File: config.mk
export PLATFORM = sky130hd
export DESIGN_NAME = network_top
export DESIGN_NICKNAME = d
export VERILOG_FILES = /design/src/net_pkg.sv /design/src/lease_timer.sv /design/src/link_fsm.sv /design/src/network_top.sv /design/src/power_up_timer.sv /design/src/tx_arbiter.sv /design/src/udp_dest_select.sv
export SDC_FILE = /design/constraint.sdc
export NUM_CORES = 1
export LEC_CHECK = 0
export BUFFER_PORTS_ARGS = -buffer_cell sky130_fd_sc_hd__clkbuf_2
export CAP_MARGIN = 20
export CORE_MARGIN = 3
export CORE_UTILIZATION = 40
export DETAILED_ROUTE_END_ITERATION = 8
export GPL_ROUTABILITY_DRIVEN = 0
export PLACE_DENSITY = 0.67
export SLEW_MARGIN = 20
export SYNTH_ARGS = -nofsm -noshare
export SYNTH_HDL_FRONTEND = slang
export SYNTH_SLANG_ARGS = --single-unit
File: constraint.sdc
create_clock -name tx_clock -period 2.6 [get_ports tx_clock]
set_input_delay 0.26 -clock tx_clock [delete_from_list [all_inputs] [get_ports tx_clock]]
set_output_delay 0.26 -clock tx_clock [all_outputs]
set_load 0.02 [all_outputs]
File: src/net_pkg.sv
// network core package with address, port and timer types plus the state encodings
package net_pkg;

  // ------------------------------------------------------------
  // widths with a meaning
  // ------------------------------------------------------------
  typedef logic [31:0] ip_addr_t;
  typedef logic [47:0] mac_addr_t;
  typedef logic [15:0] udp_port_t;
  // lease in seconds, as handed over by the dhcp engine
  typedef logic [31:0] lease_t;
  // renewal countdown in ticks
  typedef logic [37:0] renew_cnt_t;
  typedef logic [3:0]  dhcp_sec_t;

  // address acquisition states
  typedef enum logic [3:0] {
    ST_START        = 4'd0,
    ST_CONFIG_START = 4'd1,
    ST_CONFIG_WAIT  = 4'd2,
    ST_PHY_INIT     = 4'd3,
    ST_PHY_CONNECT  = 4'd4,
    ST_PHY_SETTLE   = 4'd5,
    ST_DHCP_REQUEST = 4'd6,
    ST_DHCP         = 4'd7,
    ST_DHCP_RENEW   = 4'd8,
    ST_RUNNING      = 4'd9
  } net_state_t;

  // frame source on the shared transmit path
  typedef enum logic [1:0] {
    PT_ARP  = 2'd0,
    PT_ICMP = 2'd1,
    PT_DHCP = 2'd2,
    PT_UDP  = 2'd3
  } tx_proto_t;

  // ------------------------------------------------------------
  // protocol constants
  // ------------------------------------------------------------
  localparam udp_port_t   DHCP_CLIENT_PORT  = 16'd68;
  localparam udp_port_t   DATA_CLIENT_PORT  = 16'd1024;
  // 169.254 link-local prefix
  localparam logic [15:0] APIPA_PREFIX      = {8'd169, 8'd254};
  // 12 hours when the server sends no lease
  localparam lease_t      DEFAULT_LEASE_SEC = 32'd43200;
  localparam dhcp_sec_t   DHCP_GIVE_UP_SEC  = 4'd15;

endpackage

File: src/lease_timer.sv
// countdown timer for dhcp lease renewal and the retransmit delay
`timescale 1ns/1ps

module lease_timer import net_pkg::*; (
  input  logic       tx_clock,
  input  logic       rst_n,
  input  logic       load,
  input  renew_cnt_t load_value,
  input  logic       count_enable,
  output logic       expired
);

  renew_cnt_t count;

  // load wins over counting
  // stops at zero, never wraps
  always_ff @(posedge tx_clock or negedge rst_n) begin
    if (!rst_n) begin
      count <= '0;
    end else if (load) begin
      count <= load_value;
    end else if (count_enable && (count != '0)) begin
      count <= count - 1'b1;
    end
  end

  assign expired = (count == '0);

endmodule

File: src/link_fsm.sv
// address acquisition FSM covering phy bring-up, static ip, dhcp retries and apipa fallback
`timescale 1ns/1ps

module link_fsm import net_pkg::*; #(
  parameter int unsigned TICKS_PER_SECOND  = 2_500_000,
  parameter int unsigned SETTLE_TICKS      = 250_000,
  parameter int unsigned RETRY_DELAY_TICKS = 131072
) (
  input  logic       tx_clock,
  input  logic       rst_n,
  input  logic       config_ready,
  input  logic       phy_connected,
  input  ip_addr_t   static_ip,
  input  mac_addr_t  local_mac,
  input  logic       dhcp_success,
  input  ip_addr_t   ip_accept,
  input  lease_t     lease,
  output net_state_t state,
  output ip_addr_t   local_ip,
  output logic       phy_init_request,
  output logic       dhcp_tx_enable,
  output logic       dhcp_rx_enable,
  output logic       dhcp_phase,
  output logic       dhcp_timeout,
  output logic       static_ip_assigned
);

  logic [31:0] settle_cnt;
  // ticks left in the current dhcp second
  logic [31:0] dhcp_timer;
  dhcp_sec_t   dhcp_seconds;
  logic        link_lost;
  logic        second_done;
  logic        retry_due;
  logic        lease_load;
  renew_cnt_t  lease_load_value;
  renew_cnt_t  lease_ticks;
  logic        lease_expired;
  ip_addr_t    apipa_ip;

  // ------------------------------------------------------------
  // decode
  // ------------------------------------------------------------
  assign static_ip_assigned = (static_ip != '1) && (static_ip != '0);
  assign apipa_ip           = {APIPA_PREFIX, local_mac[15:0]};
  assign phy_init_request   = (state == ST_PHY_INIT);
  assign dhcp_phase         = (state == ST_DHCP_REQUEST) || (state == ST_DHCP);
  assign dhcp_timeout       = (dhcp_seconds == DHCP_GIVE_UP_SEC);

  // any state past connect falls back when the link drops
  assign link_lost   = (state > ST_PHY_CONNECT) && !phy_connected;
  assign second_done = (state == ST_DHCP) && (dhcp_timer == '0);
  // retransmit discover at 1, 3 and 7 seconds, old count is 0, 2, 6
  assign retry_due   = second_done &&
                       ((dhcp_seconds == 4'd0) || (dhcp_seconds == 4'd2) ||
                        (dhcp_seconds == 4'd6));

  // half the lease in ticks, default lease if server sent none
  assign lease_ticks = (lease == '0) ?
                       renew_cnt_t'(DEFAULT_LEASE_SEC) * renew_cnt_t'(TICKS_PER_SECOND) :
                       (renew_cnt_t'(lease) * renew_cnt_t'(TICKS_PER_SECOND)) >> 1;

  // timer loaded only on the way into renew
  assign lease_load       = !link_lost && (state == ST_DHCP) && (dhcp_success || retry_due);
  assign lease_load_value = dhcp_success ? lease_ticks : renew_cnt_t'(RETRY_DELAY_TICKS);

  lease_timer u_lease_timer (
    .tx_clock     (tx_clock),
    .rst_n        (rst_n),
    .load         (lease_load),
    .load_value   (lease_load_value),
    .count_enable (state == ST_DHCP_RENEW),
    .expired      (lease_expired)
  );

  // ------------------------------------------------------------
  // state machine
  // ------------------------------------------------------------
  always_ff @(posedge tx_clock or negedge rst_n) begin
    if (!rst_n) begin
      state          <= ST_START;
      local_ip       <= '0;
      settle_cnt     <= '0;
      dhcp_timer     <= '0;
      dhcp_seconds   <= '0;
      dhcp_tx_enable <= 1'b0;
      dhcp_rx_enable <= 1'b0;
    end else begin
      // tx enable is a single pulse from the request state
      dhcp_tx_enable <= 1'b0;
      if (link_lost) begin
        state <= ST_PHY_CONNECT;
      end else begin
        case (state)
          ST_START:        state <= ST_CONFIG_START;
          ST_CONFIG_START: state <= ST_CONFIG_WAIT;
          // config data valid, pick up static ip
          ST_CONFIG_WAIT: begin
            if (config_ready) begin
              local_ip     <= static_ip;
              dhcp_timer   <= TICKS_PER_SECOND;
              dhcp_seconds <= '0;
              state        <= ST_PHY_INIT;
            end
          end
          ST_PHY_INIT:     state <= ST_PHY_CONNECT;
          ST_PHY_CONNECT: begin
            if (phy_connected) begin
              settle_cnt <= SETTLE_TICKS;
              state      <= ST_PHY_SETTLE;
            end
          end
          // leaves on the zero count, SETTLE_TICKS+1 cycles
          ST_PHY_SETTLE: begin
            if (settle_cnt == '0) begin
              if (static_ip_assigned) begin
                state <= ST_RUNNING;
              end else begin
                // dhcp needs 0.0.0.0
                local_ip <= '0;
                state    <= ST_DHCP_REQUEST;
              end
            end else begin
              settle_cnt <= settle_cnt - 1'b1;
            end
          end
          ST_DHCP_REQUEST: begin
            dhcp_tx_enable <= 1'b1;
            dhcp_rx_enable <= 1'b1;
            state          <= ST_DHCP;
          end
          // reply beats the seconds timer
          ST_DHCP: begin
            if (dhcp_success) begin
              local_ip     <= ip_accept;
              dhcp_timer   <= TICKS_PER_SECOND;
              dhcp_seconds <= '0;
              state        <= ST_DHCP_RENEW;
            end else if (second_done) begin
              dhcp_timer   <= TICKS_PER_SECOND;
              dhcp_seconds <= dhcp_seconds + 1'b1;
              if (retry_due) begin
                state <= ST_DHCP_RENEW;
              end else if (dhcp_seconds == DHCP_GIVE_UP_SEC - 1'b1) begin
                // no offer in 15 s, link-local address
                local_ip <= apipa_ip;
                state    <= ST_RUNNING;
              end
            end else begin
              dhcp_timer <= dhcp_timer - 1'b1;
            end
          end
          ST_DHCP_RENEW: begin
            dhcp_rx_enable <= 1'b0;
            if (lease_expired) begin
              state <= ST_DHCP_REQUEST;
            end
          end
          ST_RUNNING:      dhcp_rx_enable <= 1'b0;
          default:         state <= ST_START;
        endcase
      end
    end
  end

  // ------------------------------------------------------------
  // checks
  // ------------------------------------------------------------
  a_state_legal: assert property (
    @(posedge tx_clock) disable iff (!rst_n)
    !$isunknown(state) && (state <= ST_RUNNING)
  );

  // dhcp engine sees one request strobe per discover
  a_dhcp_tx_pulse: assert property (
    @(posedge tx_clock) disable iff (!rst_n)
    dhcp_tx_enable |=> !dhcp_tx_enable
  );

endmodule

File: src/network_top.sv
// network control core top level tying power-up, address FSM, tx arbiter and destination mux
`timescale 1ns/1ps

module network_top import net_pkg::*; #(
  parameter int unsigned TICKS_PER_SECOND  = 2_500_000,
  parameter int unsigned SETTLE_TICKS      = 250_000,
  parameter int unsigned RETRY_DELAY_TICKS = 131072,
  parameter int          POWER_UP_BITS     = 15,
  parameter mac_addr_t   MAC_BASE          = 48'h02_A0_5D_00_10_20
) (
  input  logic       tx_clock,
  input  logic       rst_n,
  input  logic       macbit,
  // phy and dhcp engine results
  input  logic       phy_connected,
  input  ip_addr_t   static_ip,
  input  logic       dhcp_success,
  input  ip_addr_t   ip_accept,
  input  lease_t     lease,
  // transmit requests
  input  logic       arp_tx_request,
  input  logic       icmp_tx_request,
  input  logic       dhcp_tx_request,
  input  logic       udp_tx_request,
  input  logic       link_tx_active,
  // udp destinations
  input  logic       run,
  input  ip_addr_t   live_ip,
  input  mac_addr_t  live_mac,
  input  udp_port_t  live_port,
  input  ip_addr_t   dhcp_ip,
  input  mac_addr_t  dhcp_mac,
  input  udp_port_t  dhcp_port,
  output logic       phy_reset_n,
  output logic       config_ready,
  output net_state_t network_state,
  output ip_addr_t   local_ip,
  output mac_addr_t  local_mac,
  output logic       phy_init_request,
  output logic       dhcp_tx_enable,
  output logic       dhcp_rx_enable,
  output logic       dhcp_phase,
  output logic       dhcp_timeout,
  output logic       static_ip_assigned,
  output tx_proto_t  tx_protocol,
  output logic       arp_tx_enable,
  output logic       icmp_tx_enable,
  output logic       udp_tx_enable,
  output ip_addr_t   dest_ip,
  output mac_addr_t  dest_mac,
  output udp_port_t  dest_port,
  output udp_port_t  local_port
);

  // board strap flips bit 1 so two boards differ
  assign local_mac = {MAC_BASE[47:2], ~macbit, MAC_BASE[0]};

  // ------------------------------------------------------------
  // bring-up and addressing
  // ------------------------------------------------------------
  power_up_timer #(
    .POWER_UP_BITS (POWER_UP_BITS)
  ) u_power_up_timer (
    .tx_clock     (tx_clock),
    .rst_n        (rst_n),
    .phy_reset_n  (phy_reset_n),
    .config_ready (config_ready)
  );

  link_fsm #(
    .TICKS_PER_SECOND  (TICKS_PER_SECOND),
    .SETTLE_TICKS      (SETTLE_TICKS),
    .RETRY_DELAY_TICKS (RETRY_DELAY_TICKS)
  ) u_link_fsm (
    .tx_clock           (tx_clock),
    .rst_n              (rst_n),
    .config_ready       (config_ready),
    .phy_connected      (phy_connected),
    .static_ip          (static_ip),
    .local_mac          (local_mac),
    .dhcp_success       (dhcp_success),
    .ip_accept          (ip_accept),
    .lease              (lease),
    .state              (network_state),
    .local_ip           (local_ip),
    .phy_init_request   (phy_init_request),
    .dhcp_tx_enable     (dhcp_tx_enable),
    .dhcp_rx_enable     (dhcp_rx_enable),
    .dhcp_phase         (dhcp_phase),
    .dhcp_timeout       (dhcp_timeout),
    .static_ip_assigned (static_ip_assigned)
  );

  // ------------------------------------------------------------
  // transmit side
  // ------------------------------------------------------------
  tx_arbiter u_tx_arbiter (
    .tx_clock        (tx_clock),
    .rst_n           (rst_n),
    .arp_tx_request  (arp_tx_request),
    .icmp_tx_request (icmp_tx_request),
    .dhcp_tx_request (dhcp_tx_request),
    .udp_tx_request  (udp_tx_request),
    .dhcp_phase      (dhcp_phase),
    .link_tx_active  (link_tx_active),
    .tx_protocol     (tx_protocol),
    .arp_tx_enable   (arp_tx_enable),
    .icmp_tx_enable  (icmp_tx_enable),
    .udp_tx_enable   (udp_tx_enable)
  );

  udp_dest_select u_udp_dest_select (
    .tx_clock   (tx_clock),
    .rst_n      (rst_n),
    .run        (run),
    .dhcp_phase (dhcp_phase),
    .live_ip    (live_ip),
    .live_mac   (live_mac),
    .live_port  (live_port),
    .dhcp_ip    (dhcp_ip),
    .dhcp_mac   (dhcp_mac),
    .dhcp_port  (dhcp_port),
    .dest_ip    (dest_ip),
    .dest_mac   (dest_mac),
    .dest_port  (dest_port),
    .local_port (local_port)
  );

endmodule

File: src/power_up_timer.sv
// power-up sequencer releasing the phy reset and then flagging configuration ready
`timescale 1ns/1ps

module power_up_timer #(
  parameter int POWER_UP_BITS = 15
) (
  input  logic tx_clock,
  input  logic rst_n,
  output logic phy_reset_n,
  output logic config_ready
);

  logic [POWER_UP_BITS-1:0] count;

  // counts up once per cycle, sticks at all ones
  always_ff @(posedge tx_clock or negedge rst_n) begin
    if (!rst_n) begin
      count <= '0;
    end else if (!(&count)) begin
      count <= count + 1'b1;
    end
  end

  // top three bits release the phy
  assign phy_reset_n  = &count[POWER_UP_BITS-1 -: 3];
  // top four bits come later, config data valid
  assign config_ready = &count[POWER_UP_BITS-1 -: 4];

  // phy must be out of reset before config is read
  a_cfg_after_phy: assert property (
    @(posedge tx_clock) disable iff (!rst_n)
    $rose(config_ready) |-> phy_reset_n
  );

endmodule

File: src/tx_arbiter.sv
// fixed-priority transmit arbiter choosing arp, icmp or udp/dhcp for the shared tx path
`timescale 1ns/1ps

module tx_arbiter import net_pkg::*; (
  input  logic      tx_clock,
  input  logic      rst_n,
  input  logic      arp_tx_request,
  input  logic      icmp_tx_request,
  input  logic      dhcp_tx_request,
  input  logic      udp_tx_request,
  input  logic      dhcp_phase,
  input  logic      link_tx_active,
  output tx_proto_t tx_protocol,
  output logic      arp_tx_enable,
  output logic      icmp_tx_enable,
  output logic      udp_tx_enable
);

  logic tx_ready;
  logic tx_start;
  // dhcp owns the udp sender during the dhcp phase
  logic dhcp_udp_request;

  assign dhcp_udp_request = dhcp_phase ? dhcp_tx_request : udp_tx_request;

  // ready one cycle, start the next
  // link busy drops both
  always_ff @(posedge tx_clock or negedge rst_n) begin
    if (!rst_n) begin
      tx_ready    <= 1'b0;
      tx_start    <= 1'b0;
      tx_protocol <= PT_ARP;
    end else if (link_tx_active) begin
      tx_ready <= 1'b0;
      tx_start <= 1'b0;
    end else if (tx_ready) begin
      tx_start <= 1'b1;
    end else if (arp_tx_request) begin
      tx_protocol <= PT_ARP;
      tx_ready    <= 1'b1;
    end else if (icmp_tx_request) begin
      tx_protocol <= PT_ICMP;
      tx_ready    <= 1'b1;
    end else if (dhcp_udp_request) begin
      tx_protocol <= dhcp_phase ? PT_DHCP : PT_UDP;
      tx_ready    <= 1'b1;
    end
  end

  // udp sender carries both dhcp and data frames
  assign arp_tx_enable  = tx_start && (tx_protocol == PT_ARP);
  assign icmp_tx_enable = tx_start && (tx_protocol == PT_ICMP);
  assign udp_tx_enable  = tx_start && ((tx_protocol == PT_UDP) || (tx_protocol == PT_DHCP));

  a_one_enable: assert property (
    @(posedge tx_clock) disable iff (!rst_n)
    $onehot0({arp_tx_enable, icmp_tx_enable, udp_tx_enable})
  );

endmodule

File: src/udp_dest_select.sv
// udp destination mux routing dhcp to the server and freezing the stream target while running
`timescale 1ns/1ps

module udp_dest_select import net_pkg::*; (
  input  logic      tx_clock,
  input  logic      rst_n,
  input  logic      run,
  input  logic      dhcp_phase,
  input  ip_addr_t  live_ip,
  input  mac_addr_t live_mac,
  input  udp_port_t live_port,
  input  ip_addr_t  dhcp_ip,
  input  mac_addr_t dhcp_mac,
  input  udp_port_t dhcp_port,
  output ip_addr_t  dest_ip,
  output mac_addr_t dest_mac,
  output udp_port_t dest_port,
  output udp_port_t local_port
);

  ip_addr_t  hold_ip;
  mac_addr_t hold_mac;
  udp_port_t hold_port;

  // track the live target until run goes high
  always_ff @(posedge tx_clock or negedge rst_n) begin
    if (!rst_n) begin
      hold_ip   <= '0;
      hold_mac  <= '0;
      hold_port <= '0;
    end else if (!run) begin
      hold_ip   <= live_ip;
      hold_mac  <= live_mac;
      hold_port <= live_port;
    end
  end

  // dhcp first, then held, then live
  always_comb begin
    if (dhcp_phase) begin
      dest_ip   = dhcp_ip;
      dest_mac  = dhcp_mac;
      dest_port = dhcp_port;
    end else if (run) begin
      dest_ip   = hold_ip;
      dest_mac  = hold_mac;
      dest_port = hold_port;
    end else begin
      dest_ip   = live_ip;
      dest_mac  = live_mac;
      dest_port = live_port;
    end
  end

  assign local_port = dhcp_phase ? DHCP_CLIENT_PORT : DATA_CLIENT_PORT;

  // stream target must not move mid-run
  a_run_frozen: assert property (
    @(posedge tx_clock) disable iff (!rst_n)
    (run && $past(run) && !dhcp_phase && !$past(dhcp_phase)) |->
      ($stable(dest_ip) && $stable(dest_mac) && $stable(dest_port))
  );

endmodule
* Yosys cells after proc, flatten, opt, wreduce, memory -nomap -nowiden
Cells that the tools add are included.
** Operators by class
- Shift-type cells :: 0
- Muxes and demuxes :: 56
- $add $sub $neg :: 5
- $lt $le $gt $ge :: 1
- Reduce and logical (&&, ||, !) cells :: 44
- Divide/modulo/power cells :: 0
- $mul :: 1
- Bitwise logic cells :: 4
- Equality and inequality tests :: 32
** Operator list (number)
- 32-bit 2-to-1 mux :: 14
- 32-bit one-hot mux with 2 select lines :: 2
- 38-bit 2-to-1 mux :: 3
- 32-bit zero test :: 3
- 48-bit 2-to-1 mux :: 2
- 32-bit one-hot mux with 3 select lines :: 1
- 32-bit by 1-bit subtractor with 32-bit output, second input constant :: 2
- 4-bit 2-to-1 mux :: 13
- 4-bit one-hot mux with 10 select lines :: 1
- 38-bit zero test :: 1
- 38-bit nonzero test :: 1
- 38-bit by 1-bit subtractor with 38-bit output, second input constant :: 1
- 37-bit 2-to-1 mux :: 1
- 32-bit by 17-bit multiplier with 33-bit output, second input constant :: 1
- 16-bit 2-to-1 mux :: 2
- 32-bit inequality test, second input constant :: 1
- 32-bit nonzero test :: 1
- 4-bit by 3-bit == test with 1-bit output, second input constant :: 5
- 4-bit == test, second input constant :: 4
- 15-bit by 1-bit adder with 15-bit output, second input constant :: 1
- 15-bit AND reduction :: 1
- 4-bit by 2-bit == test with 1-bit output, second input constant :: 3
- 4-bit AND reduction :: 3
- 1-bit 2-to-1 mux :: 11
- other kinds (29) :: 65
** Storage, ports and cells
- Bits in writable memories :: 0
- Flip-flop bits (word level) :: 259
- Logic and storage cells :: 158
- Input port bits :: 299
- Memories :: 0
- Latch bits :: 0
- ROM bits :: 0

* Depth between registers and ports, before layout
Gate-level depths: netlist of the first run.
- Depth in word-level cells :: 9
- Gate-level depth with buffers :: 22
- Mapped depth without buffers :: 21

* Hierarchy
A second synthesis of the first run with hierarchy kept.
** Unflattened totals
- Cell total of the unflattened synthesis :: 2269
- Area, all modules :: 22302.6 sq um
** By module, submodules not included
- link_fsm :: instances 1, area an instance 13296.5 sq um, seq. area each 2652.5 sq um, cells an instance 1526
- udp_dest_select :: instances 1, area an instance 5159.9 sq um, seq. area each 2402.3 sq um, cells an instance 326
- lease_timer :: instances 1, area an instance 2566.2 sq um, seq. area each 950.9 sq um, cells an instance 281
- power_up_timer :: instances 1, area an instance 701.9 sq um, seq. area each 375.4 sq um, cells an instance 65
- network_top :: instances 1, area an instance 364.1 sq um, seq. area each 0.0 sq um, cells an instance 50
- tx_arbiter :: instances 1, area an instance 214.0 sq um, seq. area each 100.1 sq um, cells an instance 21

* Worst setup path after synthesis of the first run
No wires, ideal clock.
- Path kind :: input to register
- From :: in lease[4]
- To :: reg u_link_fsm.u_lease_timer.count[32]
- Arrival :: 5.175 ns
- Setup time :: 0.065 ns
- Path buffers :: 0
- Required time :: 2.535 ns
- Stages :: 21
- Slack :: -2.640 ns
- Cells stage by stage :: inv_1 ha_1 ha_1 inv_1 fa_1 inv_1 fa_1 fa_1 inv_1 fa_1 inv_1 ha_1 a211oi_1 o211ai_1 a21o_1 or3b_1 a31oi_1 nor2_1 and3_1 o32ai_1 o21a_1
** Between the ends
- Word-level cells in the longest chain between the ends :: 4
** Ends and longest elaborated chain
- start: declaration :: line network_top.sv:19 : input lease_t lease,
- 32-bit by 17-bit multiplier with 33-bit output / 32-bit zero test (equally long branches) :: line link_fsm.sv:61, link_fsm.sv:59
- 37-bit 2-to-1 mux (*) :: line link_fsm.sv:59 : assign lease_ticks = (lease == '0) ?
- 38-bit 2-to-1 mux (*) :: line link_fsm.sv:65 : assign lease_load_value = dhcp_success ? lease_ticks : renew_cnt_t'(RETRY_DELAY_TICKS);
- 38-bit 2-to-1 mux (*) :: line lease_timer.sv:20 : end else if (load) begin
- end signal: assignment :: line lease_timer.sv:21 : count <= load_value;
- end signal: assignment :: line lease_timer.sv:23 : count <= count - 1'b1;
- end: declaration :: line lease_timer.sv:13 : renew_cnt_t count;
Mark *: on every way between the ends. The rest lies on a longest branch, timed or not.
A chain may end at the register's enable or synchronous reset.

* Worst setup path after layout of the first run
- From :: in lease[16]
- To :: reg u_link_fsm.u_lease_timer.count[32]
Same word-level chain as after synthesis.

==> impl_results.md, run 1 <==
* Status: finished, violations left
* Failing checks: setup timing
* Top FF cell, synth: dfrtp_1
* Period utilisation layout at 174%
* Worst R2R Path Depth at 9
* Yosys top cell area share at 30.4%
* Peak Freq at between 200 and 250 MHz
* Crit path kind: in2reg
* Clk buf depth at 3
* H-tree depth at 1
* Wire per inst at about 20 µm
* Die span in x at 237 µm
* Drt initial violations at roughly 1,300
* Maximum VDD drop at ~1.4 mV
* Core Footprint at approximately 52,000 µm²
* Setup Skew at approximately 0.017 ns
* Pwr Density at ~1200 nW/µm²
* RSZ-0062 raised after global routing: true
* PortBufs at 447
* R2R Setup Slk at -0.23 ns
* Seq/Total Area, Yosys at 30.4%
* Mapped Area at around 21,000 µm²
* Top cells by count, synth: inv_1, dfrtp_1, ha_1, mux2_2, nor2_1
* Leading area contributor after synthesis: dfrtp_1
* Initial core utilization at approximately 40%
* Final hold violations at 0
* HP Class: in2reg
* Total of max-cap violations at 0
* First-pass GRT wire length at 113 mm
* Critical-path maximum fanout at 3
* Row Count at between 80 and 90
* Area occupied by multi-input gates at ~15,000 µm²
* Setup ws final at -1.91 ns
* Total GRT Usage at 25.2%
* Fillers at between 3,000 and 4,000
* CP startpoint: lease[16]
* Nets at between 3,000 and 4,000
* DR vias at ~20,000
* TNS Setup at -46.58 ns
* Hold path depth at 3
* Area growth syn-to-layout at 50.7%
* Initial antenna violation count at 5
* Setup WS pre-CTS at -2.67 ns
* Seq cells post-synth at 259
* Clk pin slew, worst setup/hold paths at ~0.06 ns
* Reg-to-reg endpoint: u_link_fsm.u_lease_timer.count[36]
* Static Leak at about 15 nW
* FFs w/ async S/R, synth at between 90% and 100%
* Worst-Margin Slew at slightly below 0.7 ns
* Worst flop-to-flop path startpoint: u_link_fsm.dhcp_timer[11]
* Synth Area per Inst at 9.67 µm²
* CTS tree: built
* Sequential cell area at 6480 µm²
* Max Slew Vio Count at 0
* Slew margin rel. at 54.1%
* WL final at 75.7 mm
* Die H at 237 µm
* Worst-Skew Late Latency at around 0.58 ns
* Total grt overflow at 0
* Fin crit period at 4.51 ns
* Root buf cell: clkbuf_16
* Syn. warnings at 0
* Hold Startpoint: static_ip[17]
* Worst endpoint required time at between 3 and 4 ns
* IO Count at 508
* Vias in the first global route at between 20,000 and 25,000
* Layout cell share with drive strength beyond 1 at a little under half
* Post-Syn Instances at 2,204
* Num CTS Buffers at 31
* Crit path launch type: primary input
* Post-synth EDFFs at 0
* Yosys cell types at 86
* Die area at around 56,000 µm²
* Largest net degree at the start of global routing at 79
* Top-count cell post-synth: inv_1
* HPWL Detailed at roughly 56 mm
* DRC errors left at 0
* Critical Path End: u_link_fsm.u_lease_timer.count[32]
* Setup crit end kind: flip-flop
* Clock sinks at 259
* DRT antenna net count at 0
* Largest cells by area after synthesis: dfrtp_1, fa_1, ha_1
* DR vias/cell at about 5.2
* DR pass1 iterations at 6
* CP Data Arrival Time at around 5.0 ns
* Setup violators final at 93
-- critical path, stage by stage --
cell       delay, ns
clkbuf_16       0.13
buf_12          0.12
inv_4           0.05
ha_4            0.21
ha_4            0.26
inv_2           0.04
fa_2            0.53
inv_2           0.04
fa_2            0.43
fa_1            0.53
inv_1           0.06
fa_1            0.53
inv_2           0.05
ha_4            0.24
o21ai_2         0.06
o211ai_1        0.12
a21o_1          0.19
or3b_4          0.39
a31oi_4         0.17
nor2_1          0.07
and3_1          0.19
o32ai_2         0.20
o21a_1          0.15
-- final cells by class --
cell class,count,share of cell area (%)
tap,680,2.65
inverter,329,4.08
clock inverter,13,0.386
timing repair buffer,927,21.8
multi-input combinational,1550,48.0
antenna,4,0.0312
clock buffer,44,2.85
timing repair inverter,1,0.0351
sequential,259,20.2
-- power by group --
group	leakage (nW)	internal [mW]	switching, mW
Sequential	3.22	4.84	0.730
Combinational	11.6	13.7	14.2
Clock	0.516	2.63	1.79
-- worst min-delay path by stage --
stage | endpoint | slack, ns
after global routing | u_udp_dest_select.hold_ip[10] | 0.003
after global placement | u_udp_dest_select.hold_mac[7] | 0.26
after detailed placement | u_udp_dest_select.hold_mac[7] | 0.26
after CTS | u_udp_dest_select.hold_ip[10] | 0.004
final | u_link_fsm.local_ip[17] | 0.01
after floorplan | u_link_fsm.dhcp_rx_enable | -0.04
-- layout by cell type, fill, tap and decap left out, types with 19 or more instances in the layout --
master | Yosys | routed
inv_2 | 1 | 58
nand2_4 | 0 | 27
nor3_1 | 41 | 34
a22oi_1 | 19 | 19
a21oi_1 | 101 | 65
nor2_1 | 152 | 125
mux2_2 | 193 | 186
fa_1 | 126 | 113
nand2_1 | 125 | 79
xnor2_1 | 61 | 59
o21ai_1 | 38 | 41
inv_1 | 328 | 257
nor4_1 | 37 | 30
clkbuf_16 | 0 | 44
dfrtp_1 | 259 | 258
clkbuf_2 | 0 | 417
o21ai_0 | 80 | 42
xor2_1 | 29 | 25
ha_4 | 0 | 78
a21oi_2 | 0 | 28
nor2_2 | 5 | 19
dlygate4sd3_1 | 0 | 113
conb_1 | 2 | 60
ha_1 | 199 | 120
clkbuf_8 | 0 | 19
nand4_1 | 19 | 19
o21ai_2 | 1 | 34
nand2_2 | 1 | 20
buf_4 | 63 | 280
buf_6 | 0 | 61
-- through the flow --
| step | utilization (%) | hold WS [ns] | total power, mW | area [µm²] | instances |
|---|---|---|---|---|---|
| after global placement | 52.2 | 0.262 | 26.9 | 27200 | 3563 |
| after detailed placement | 52.2 | 0.263 | 27.3 | 27200 | 3563 |
| after CTS | 58.7 | 0.00392 | 34.8 | 30600 | 3764 |
| after floorplan | - | -0.0356 | 19.8 | 22500 | 2262 |
| final | 61.7 | 0.0147 | 37.8 | 32100 | 3807 |
| after global routing | 61.7 | 0.00333 | 40.7 | 32100 | 3805 |
-- cell families after synthesis --
kind of cell	Yosys count	synth area share, %
simple gates	515	12.2
flops	259	30.4
other cells	2	0.0352
mux	195	10.3
compound gates	364	10.6
buf+inv	454	9.18
xor+xnor	90	3.70
fa+ha+maj	325	23.5
-- per-layer routing --
layer	global-route usage, %	wire length [µm]
met2	44.0	37800
met5	0	13
met4	8.83	2930
met1	30.8	29500
met3	5.42	5490
-- sequential cells by signal, summed over array words and instances (netlist names) --
name                            count
u_link_fsm.settle_cnt              32
u_tx_arbiter.tx_protocol            2
u_link_fsm.state                    4
u_udp_dest_select.hold_mac         48
u_link_fsm.local_ip                32
u_link_fsm.dhcp_timer              32
u_link_fsm.u_lease_timer.count     38
u_udp_dest_select.hold_port        16
u_udp_dest_select.hold_ip          32
u_link_fsm.dhcp_rx_enable           1
u_tx_arbiter.tx_ready               1
u_power_up_timer.count             15
u_tx_arbiter.tx_start               1
u_link_fsm.dhcp_seconds             4
u_link_fsm.dhcp_tx_enable           1
-- timing repair --
action                                 in CTS  in global routing
gates cloned                                2                 12
setup endpoints to repair                 179                164
hold buffers                              113                  0
gates resized for setup                   206                304
pin swaps                                 114                158
endpoints found under the hold margin     174                  0
buffers inserted                           33                 36
(Power assumes the default switching activity.)
==> run 2, diff against run 1 <==
==> constraint.sdc (replaced) <==
create_clock -name tx_clock -period 2.6 [get_ports tx_clock]
set_input_delay 0.13 -clock tx_clock [delete_from_list [all_inputs] [get_ports tx_clock]]
set_output_delay 0.13 -clock tx_clock [all_outputs]
set_load 0.02 [all_outputs]
==> impl_results.md, run 2 (same netlist as run 1, synthesis figures left out) <==
* Worst-Skew Late Latency at 0.58 ns (about the same)
* IO Count at 508 (unchanged)
* Wire per inst at 19.5 µm (-2.1%)
* Area growth syn-to-layout at 52.5%
* Clk pin slew, worst setup/hold paths at 0.06 ns (about the same)
* Setup violators final at 68 (-27%)
* Reg-to-reg endpoint: u_link_fsm.state[2]
* Dpl cell area at 27,000 µm² (-0.47%)
* Top reg by flops: u_udp_dest_select.hold_mac
* Failing checks: setup timing
* Worst R2R Path Depth at 17 (+8)
* Root buf cell: clkbuf_16
* Largest net degree at the start of global routing at 80 (+1.3%)
* Fin crit period at 4.39 ns (-0.124 ns)
* Setup Skew at 0.0159 ns (-0.00149 ns)
* Max Slew Vio Count at 0 (unchanged)
* Crit path launch type: primary input
* Hold Startpoint: ip_accept[20]
* Commonest cells after routing, fill and taps aside: clkbuf_2, buf_4, dfrtp_1
* PortBufs at 447 (unchanged)
* Die H at 237 µm (unchanged)
* Setup ws final at -1.79 ns (+0.124 ns)
* Commonest non-fill, non-tap cell in the layout: clkbuf_2
* Fillers at 3,867 (-1.4%)
* First-pass GRT wire length at 113 mm (-0.19%)
* Die area at 56,100 µm² (unchanged)
* Largest register FFs at 48 (unchanged)
* Final hold violations at 0 (unchanged)
* HPWL Detailed at 53.2 mm (-5.8%)
* R2R Setup Slk at -0.20 ns (+0.03 ns)
* Total grt overflow at 0 (unchanged)
* Setup crit end kind: flip-flop
* Row Count at 83 (unchanged)
* DR vias at 20,000 (+0.71%)
* H-tree depth at 1 (unchanged)
* Core Footprint at 52,000 µm² (unchanged)
* Worst flop-to-flop path startpoint: u_link_fsm.dhcp_timer[1]
* Worst-Margin Slew at 0.657 ns (-0.0310 ns)
* Hold Path Sink: u_link_fsm.local_ip[20]
* Hold path depth at 5 (+2)
* CTS tree: built
* Setup WS pre-CTS at -2.49 ns (+0.175 ns)
* CP Data Arrival Time at 4.84 ns (-0.18 ns)
* Nets at 3,756 (+0.89%)
* HP Class: in2reg
* Static Leak at 15.4 nW (+0.47%)
* Period utilisation layout at 169% (-4.8 points)
* Status: finished, violations left
* Initial antenna violation count at 2 (-3)
* Slew margin rel. at 56.2% (+2.1 points)
* DR pass1 iterations at 6 (unchanged)
* Pwr Density at 1180 nW/µm² (about the same)
* DRC errors left at 0 (unchanged)
* Maximum VDD drop at 1.43 mV (about the same)
* WL final at 74.8 mm (-1.3%)
* Total of max-cap violations at 0 (unchanged)
* Top Registers: u_udp_dest_select.hold_mac x48, u_link_fsm.u_lease_timer.count x38
* Die span in x at 237 µm (unchanged)
* Post-route cell area at 32,500 µm² (+1.2%)
* Initial core utilization at 41.0% (unchanged)
* DR vias/cell at 5.22 (-0.13%)
* Worst endpoint required time at 3.05 ns (-0.06 ns)
* DRT antenna net count at 0 (unchanged)
* Num CTS Buffers at 31 (unchanged)
* Clk buf depth at 3 (unchanged)
* RSZ-0062 raised after global routing: true
* Layout cell share with drive strength beyond 1 at 46.6% (-0.76 points)
* Clock sinks at 259 (unchanged)
* Peak Freq at 228 MHz (+2.8%)
* Crit path kind: in2reg
* Vias in the first global route at 21,400 (+3.2%)
* Critical-path maximum fanout at 4 (+1)
* Total GRT Usage at 24.8% (-0.40 points)
* Drt initial violations at 1,145 (-10%)
## run 2: area by class of cell
type	count	area, µm²	share of cell area [%]
multi-input combinational	1550	15500	47.5
timing repair buffer	961	7330	22.5
sequential	259	6480	19.9
inverter	329	1300	4.01
clock buffer	49	963	2.96
tap	680	851	2.62
clock inverter	9	119	0.366
antenna	2	5.00	0.0154
## run 2: stage by stage
step,instances,hold WS (ns),total power [mW],setup TNS [ns],util [%]
6_report,3839,0.0264,38.3,-39.16,62.5
3_3_place_gp,3554,0.164,26.6,-52.29,52.0
4_1_cts,3811,0.00341,35.3,-39.58,60.3
2_1_floorplan,2262,-0.166,19.8,-35.07,-
5_1_grt,3839,0.0331,41.0,-49.63,62.5
3_5_place_dp,3554,0.170,27.1,-56.06,52.0
## run 2: routing by layer
metal  track usage, %  vias up  routed length, µm
li1                 -     9221                  -
met1             29.3     9842              28600
met2             44.9      770              38300
met3             3.69      194               4300
met4             10.6        0               3540
met5                0        -                  0
## run 2: worst max-delay path by stage
stage | start | endpoint
2_1_floorplan | lease[11] | u_link_fsm.u_lease_timer.count[30]
3_3_place_gp | lease[15] | u_link_fsm.u_lease_timer.count[36]
3_5_place_dp | lease[15] | u_link_fsm.u_lease_timer.count[36]
4_1_cts | lease[15] | u_link_fsm.u_lease_timer.count[36]
5_1_grt | lease[15] | u_link_fsm.u_lease_timer.count[36]
6_report | lease[16] | u_link_fsm.u_lease_timer.count[35]
## run 2: report_power, final
group	switching, mW	total [mW]	internal (mW)
registers	0.740	5.58	4.84
clock network	1.82	4.56	2.74
logic	14.3	28.1	13.8
## run 2: repair_timing
item / in CTS / in global routing
pin swaps: 108 / 146
resized for setup: 268 / 225
endpoints found under the hold margin: 209 / 0
setup buffers: 31 / 32
setup endpoints to repair: 181 / 189
gates cloned: 11 / 6
hold buffers: 159 / 0
## run 2: critical path: stages
cell and delay [ns]:
clkbuf_16 0.13, ha_4 0.24, ha_4 0.26, inv_2 0.03, fa_1 0.50, inv_2 0.05
fa_1 0.48, fa_1 0.52, inv_1 0.05, fa_1 0.50, inv_2 0.05, ha_4 0.25
buf_6 0.12, a21oi_4 0.14, o21ai_2 0.08, a21oi_2 0.15, o21ai_2 0.09, o21ai_2 0.17
a21oi_2 0.08, or4_1 0.52, a21oi_2 0.18, o22ai_1 0.11
==> run 3, diff against run 2 <==
--- a/config.mk
+++ b/config.mk
@@ -9,6 +9,7 @@
 export CAP_MARGIN = 20
 export CORE_MARGIN = 3
 export CORE_UTILIZATION = 40
+export CTS_BUF_LIST = sky130_fd_sc_hd__clkbuf_4 sky130_fd_sc_hd__clkbuf_8
 export DETAILED_ROUTE_END_ITERATION = 8
 export GPL_ROUTABILITY_DRIVEN = 0
 export PLACE_DENSITY = 0.67
==> impl_results.md, run 3 (same netlist as run 1, synthesis figures left out) <==
* Crit path launch type: primary input
* Core Footprint at 52,000 µm² (unchanged)
* Max Slew Vio Count at 0 (unchanged)
* Setup Skew at 0.0259 ns (+0.00998 ns)
* IO Count at 508 (unchanged)
* Clk buf depth at 3 (unchanged)
* Total of max-cap violations at 0 (unchanged)
* Total GRT Usage at 24.9% (+0.052 points)
* Dpl cell area at 27,000 µm² (unchanged)
* H-tree depth at 2 (+1)
* Drt initial violations at 1,162 (+1.5%)
* Failing checks: setup timing
* Pwr Density at 1150 nW/µm² (-2.0%)
* WL final at 73.8 mm (-1.2%)
* Overall power at 37.4 mW (-2.3%)
* Top reg by flops: u_udp_dest_select.hold_mac
* Final hold violations at 0 (unchanged)
* Post-route cell area at 32,400 µm² (-0.33%)
* Period utilisation layout at 165% (-3.3 points)
* Worst endpoint required time at 3.07 ns (+0.02 ns)
* Status: finished, violations left
* Top Registers: u_udp_dest_select.hold_mac x48, u_link_fsm.u_lease_timer.count x38
* Row Count at 83 (unchanged)
* DR vias at 20,100 (+0.18%)
* Commonest cells after routing, fill and taps aside: clkbuf_2, buf_4, dfrtp_1
* Critical-path maximum fanout at 4 (unchanged)
* Layout cell share with drive strength beyond 1 at 46.6% (about the same)
* Final std cells w/o fill at 3,872 (+0.86%)
* Die H at 237 µm (unchanged)
* Initial antenna violation count at 3 (+1)
* HPWL Detailed at 53.2 mm (unchanged)
* Commonest non-fill, non-tap cell in the layout: clkbuf_2
* Hold Path Sink: u_link_fsm.u_lease_timer.count[4]
* Worst R2R Path Depth at 12 (-5)
* Num CTS Buffers at 48 (+55%)
* Clk pin slew, worst setup/hold paths at 0.05 ns (about the same)
* Clock sinks at 259 (unchanged)
* Total grt overflow at 0 (unchanged)
* Maximum VDD drop at 1.43 mV (+0.16%)
* Largest register FFs at 48 (unchanged)
* DRT antenna net count at 0 (unchanged)
* Worst flop-to-flop path startpoint: u_link_fsm.u_lease_timer.count[0]
* Slew margin rel. at 50.8% (-5.4 points)
* Placed Instances at 3,554 (unchanged)
* Die span in x at 237 µm (unchanged)
* CP Data Arrival Time at 4.77 ns (-0.07 ns)
* Setup WS pre-CTS at -2.49 ns (unchanged)
* Die area at 56,100 µm² (unchanged)
* Peak Freq at 232 MHz (+2.0%)
* Area growth syn-to-layout at 52.0%
* First-pass GRT wire length at 113 mm (about the same)
* DRC errors left at 0 (unchanged)
* Root buf cell: clkbuf_8
* Wire per inst at 19.1 µm (-2.1%)
* Worst-Margin Slew at 0.732 ns (+0.0747 ns)
* Static Leak at 15.5 nW (+0.18%)
* Crit path kind: in2reg
* Nets at 3,778 (+0.59%)
* Setup crit end kind: flip-flop
* DR pass1 iterations at 6 (unchanged)
* Hold path depth at 4 (-1)
* CTS tree: built
* PortBufs at 447 (unchanged)
* HP Class: in2reg
* Fin crit period at 4.30 ns (-0.0863 ns)
* Worst-Skew Late Latency at 0.61 ns (+0.03 ns)
* DR vias/cell at 5.18 (-0.67%)
* Setup violators final at 66 (-2.9%)
* Vias in the first global route at 21,400 (-0.061%)
* Largest net degree at the start of global routing at 80 (unchanged)
* Reg-to-reg endpoint: u_link_fsm.u_lease_timer.count[36]
* Setup ws final at -1.70 ns (+0.0863 ns)
* Hold Startpoint: lease[0]
* Initial core utilization at 41.0% (unchanged)
* RSZ-0062 raised after global routing: true
* R2R Setup Slk at -0.24 ns (-0.04 ns)
[run 3: what timing repair did]
item                       in CTS  in global routing
hold buffers                  166                  0
gates cloned                    8                  9
pin swaps                     117                141
buffers inserted               27                 24
hold endpoints to repair      212                  0
gates resized for setup       204                271
setup endpoints to repair     186                122
[run 3: metal layers]
layer | global-route usage [%] | share of wire, %
met2 | 43.9 | 50
met1 | 29.6 | 39
met4 | 12.1 | 5.1
met3 | 3.68 | 5.7
met5 | 0 | 0
[run 3: worst max path at each step]
| stage | startpoint | endpoint | depth (start not counted) | slack (ns) |
|---|---|---|---|---|
| 3_3_place_gp | lease[15] | u_link_fsm.u_lease_timer.count[36] | 21 | -2.45 |
| 4_1_cts | lease[15] | u_link_fsm.u_lease_timer.count[36] | 22 | -1.73 |
| 5_1_grt | lease[15] | u_link_fsm.u_lease_timer.count[36] | 22 | -1.91 |
| 2_1_floorplan | lease[11] | u_link_fsm.u_lease_timer.count[30] | 22 | -1.97 |
| 6_report | lease[15] | u_link_fsm.u_lease_timer.count[36] | 22 | -1.70 |
| 3_5_place_dp | lease[15] | u_link_fsm.u_lease_timer.count[36] | 22 | -2.49 |
[run 3: critical path, cell delays in order]
cell	delay [ns]
clkbuf_16	0.13
inv_12	0.03
ha_4	0.24
ha_4	0.26
inv_2	0.03
fa_1	0.50
inv_2	0.05
fa_1	0.51
fa_1	0.49
inv_1	0.05
fa_1	0.49
inv_2	0.05
ha_4	0.21
a211oi_2	0.20
o211ai_1	0.12
a21o_1	0.19
or3b_1	0.36
a31oi_2	0.19
o31ai_2	0.10
a21oi_2	0.16
nand4b_1	0.10
and3b_1	0.20
[run 3: per-stage QoR]
stage / setup TNS (ns) / hold WS (ns) / utilization, %
final: -34.11 / 0.0728 / 62.3
after global routing: -48.06 / 0.0653 / 62.3
after floorplan: -35.07 / -0.166 / -
after detailed placement: -56.06 / 0.170 / 52.0
after CTS: -30.77 / 0.00931 / 59.7
after global placement: -52.29 / 0.164 / 52.0
[run 3: cell type report]
| cell class | count | area, µm² |
|---|---|---|
| fillers | 3908 | 19600 |
| multi-input cells | 1549 | 15300 |
| repair buffers | 967 | 7420 |
| flip-flops and latches | 259 | 6480 |
| inverters | 329 | 1310 |
| clock buffers | 76 | 927 |
| well taps | 680 | 851 |
| clock inverters | 9 | 91.3 |
| diodes | 3 | 7.51 |
[run 3: power by group]
group          internal, mW  switching [mW]
clock                  2.37            1.83
combinational          13.7            13.9
sequential             4.84           0.713
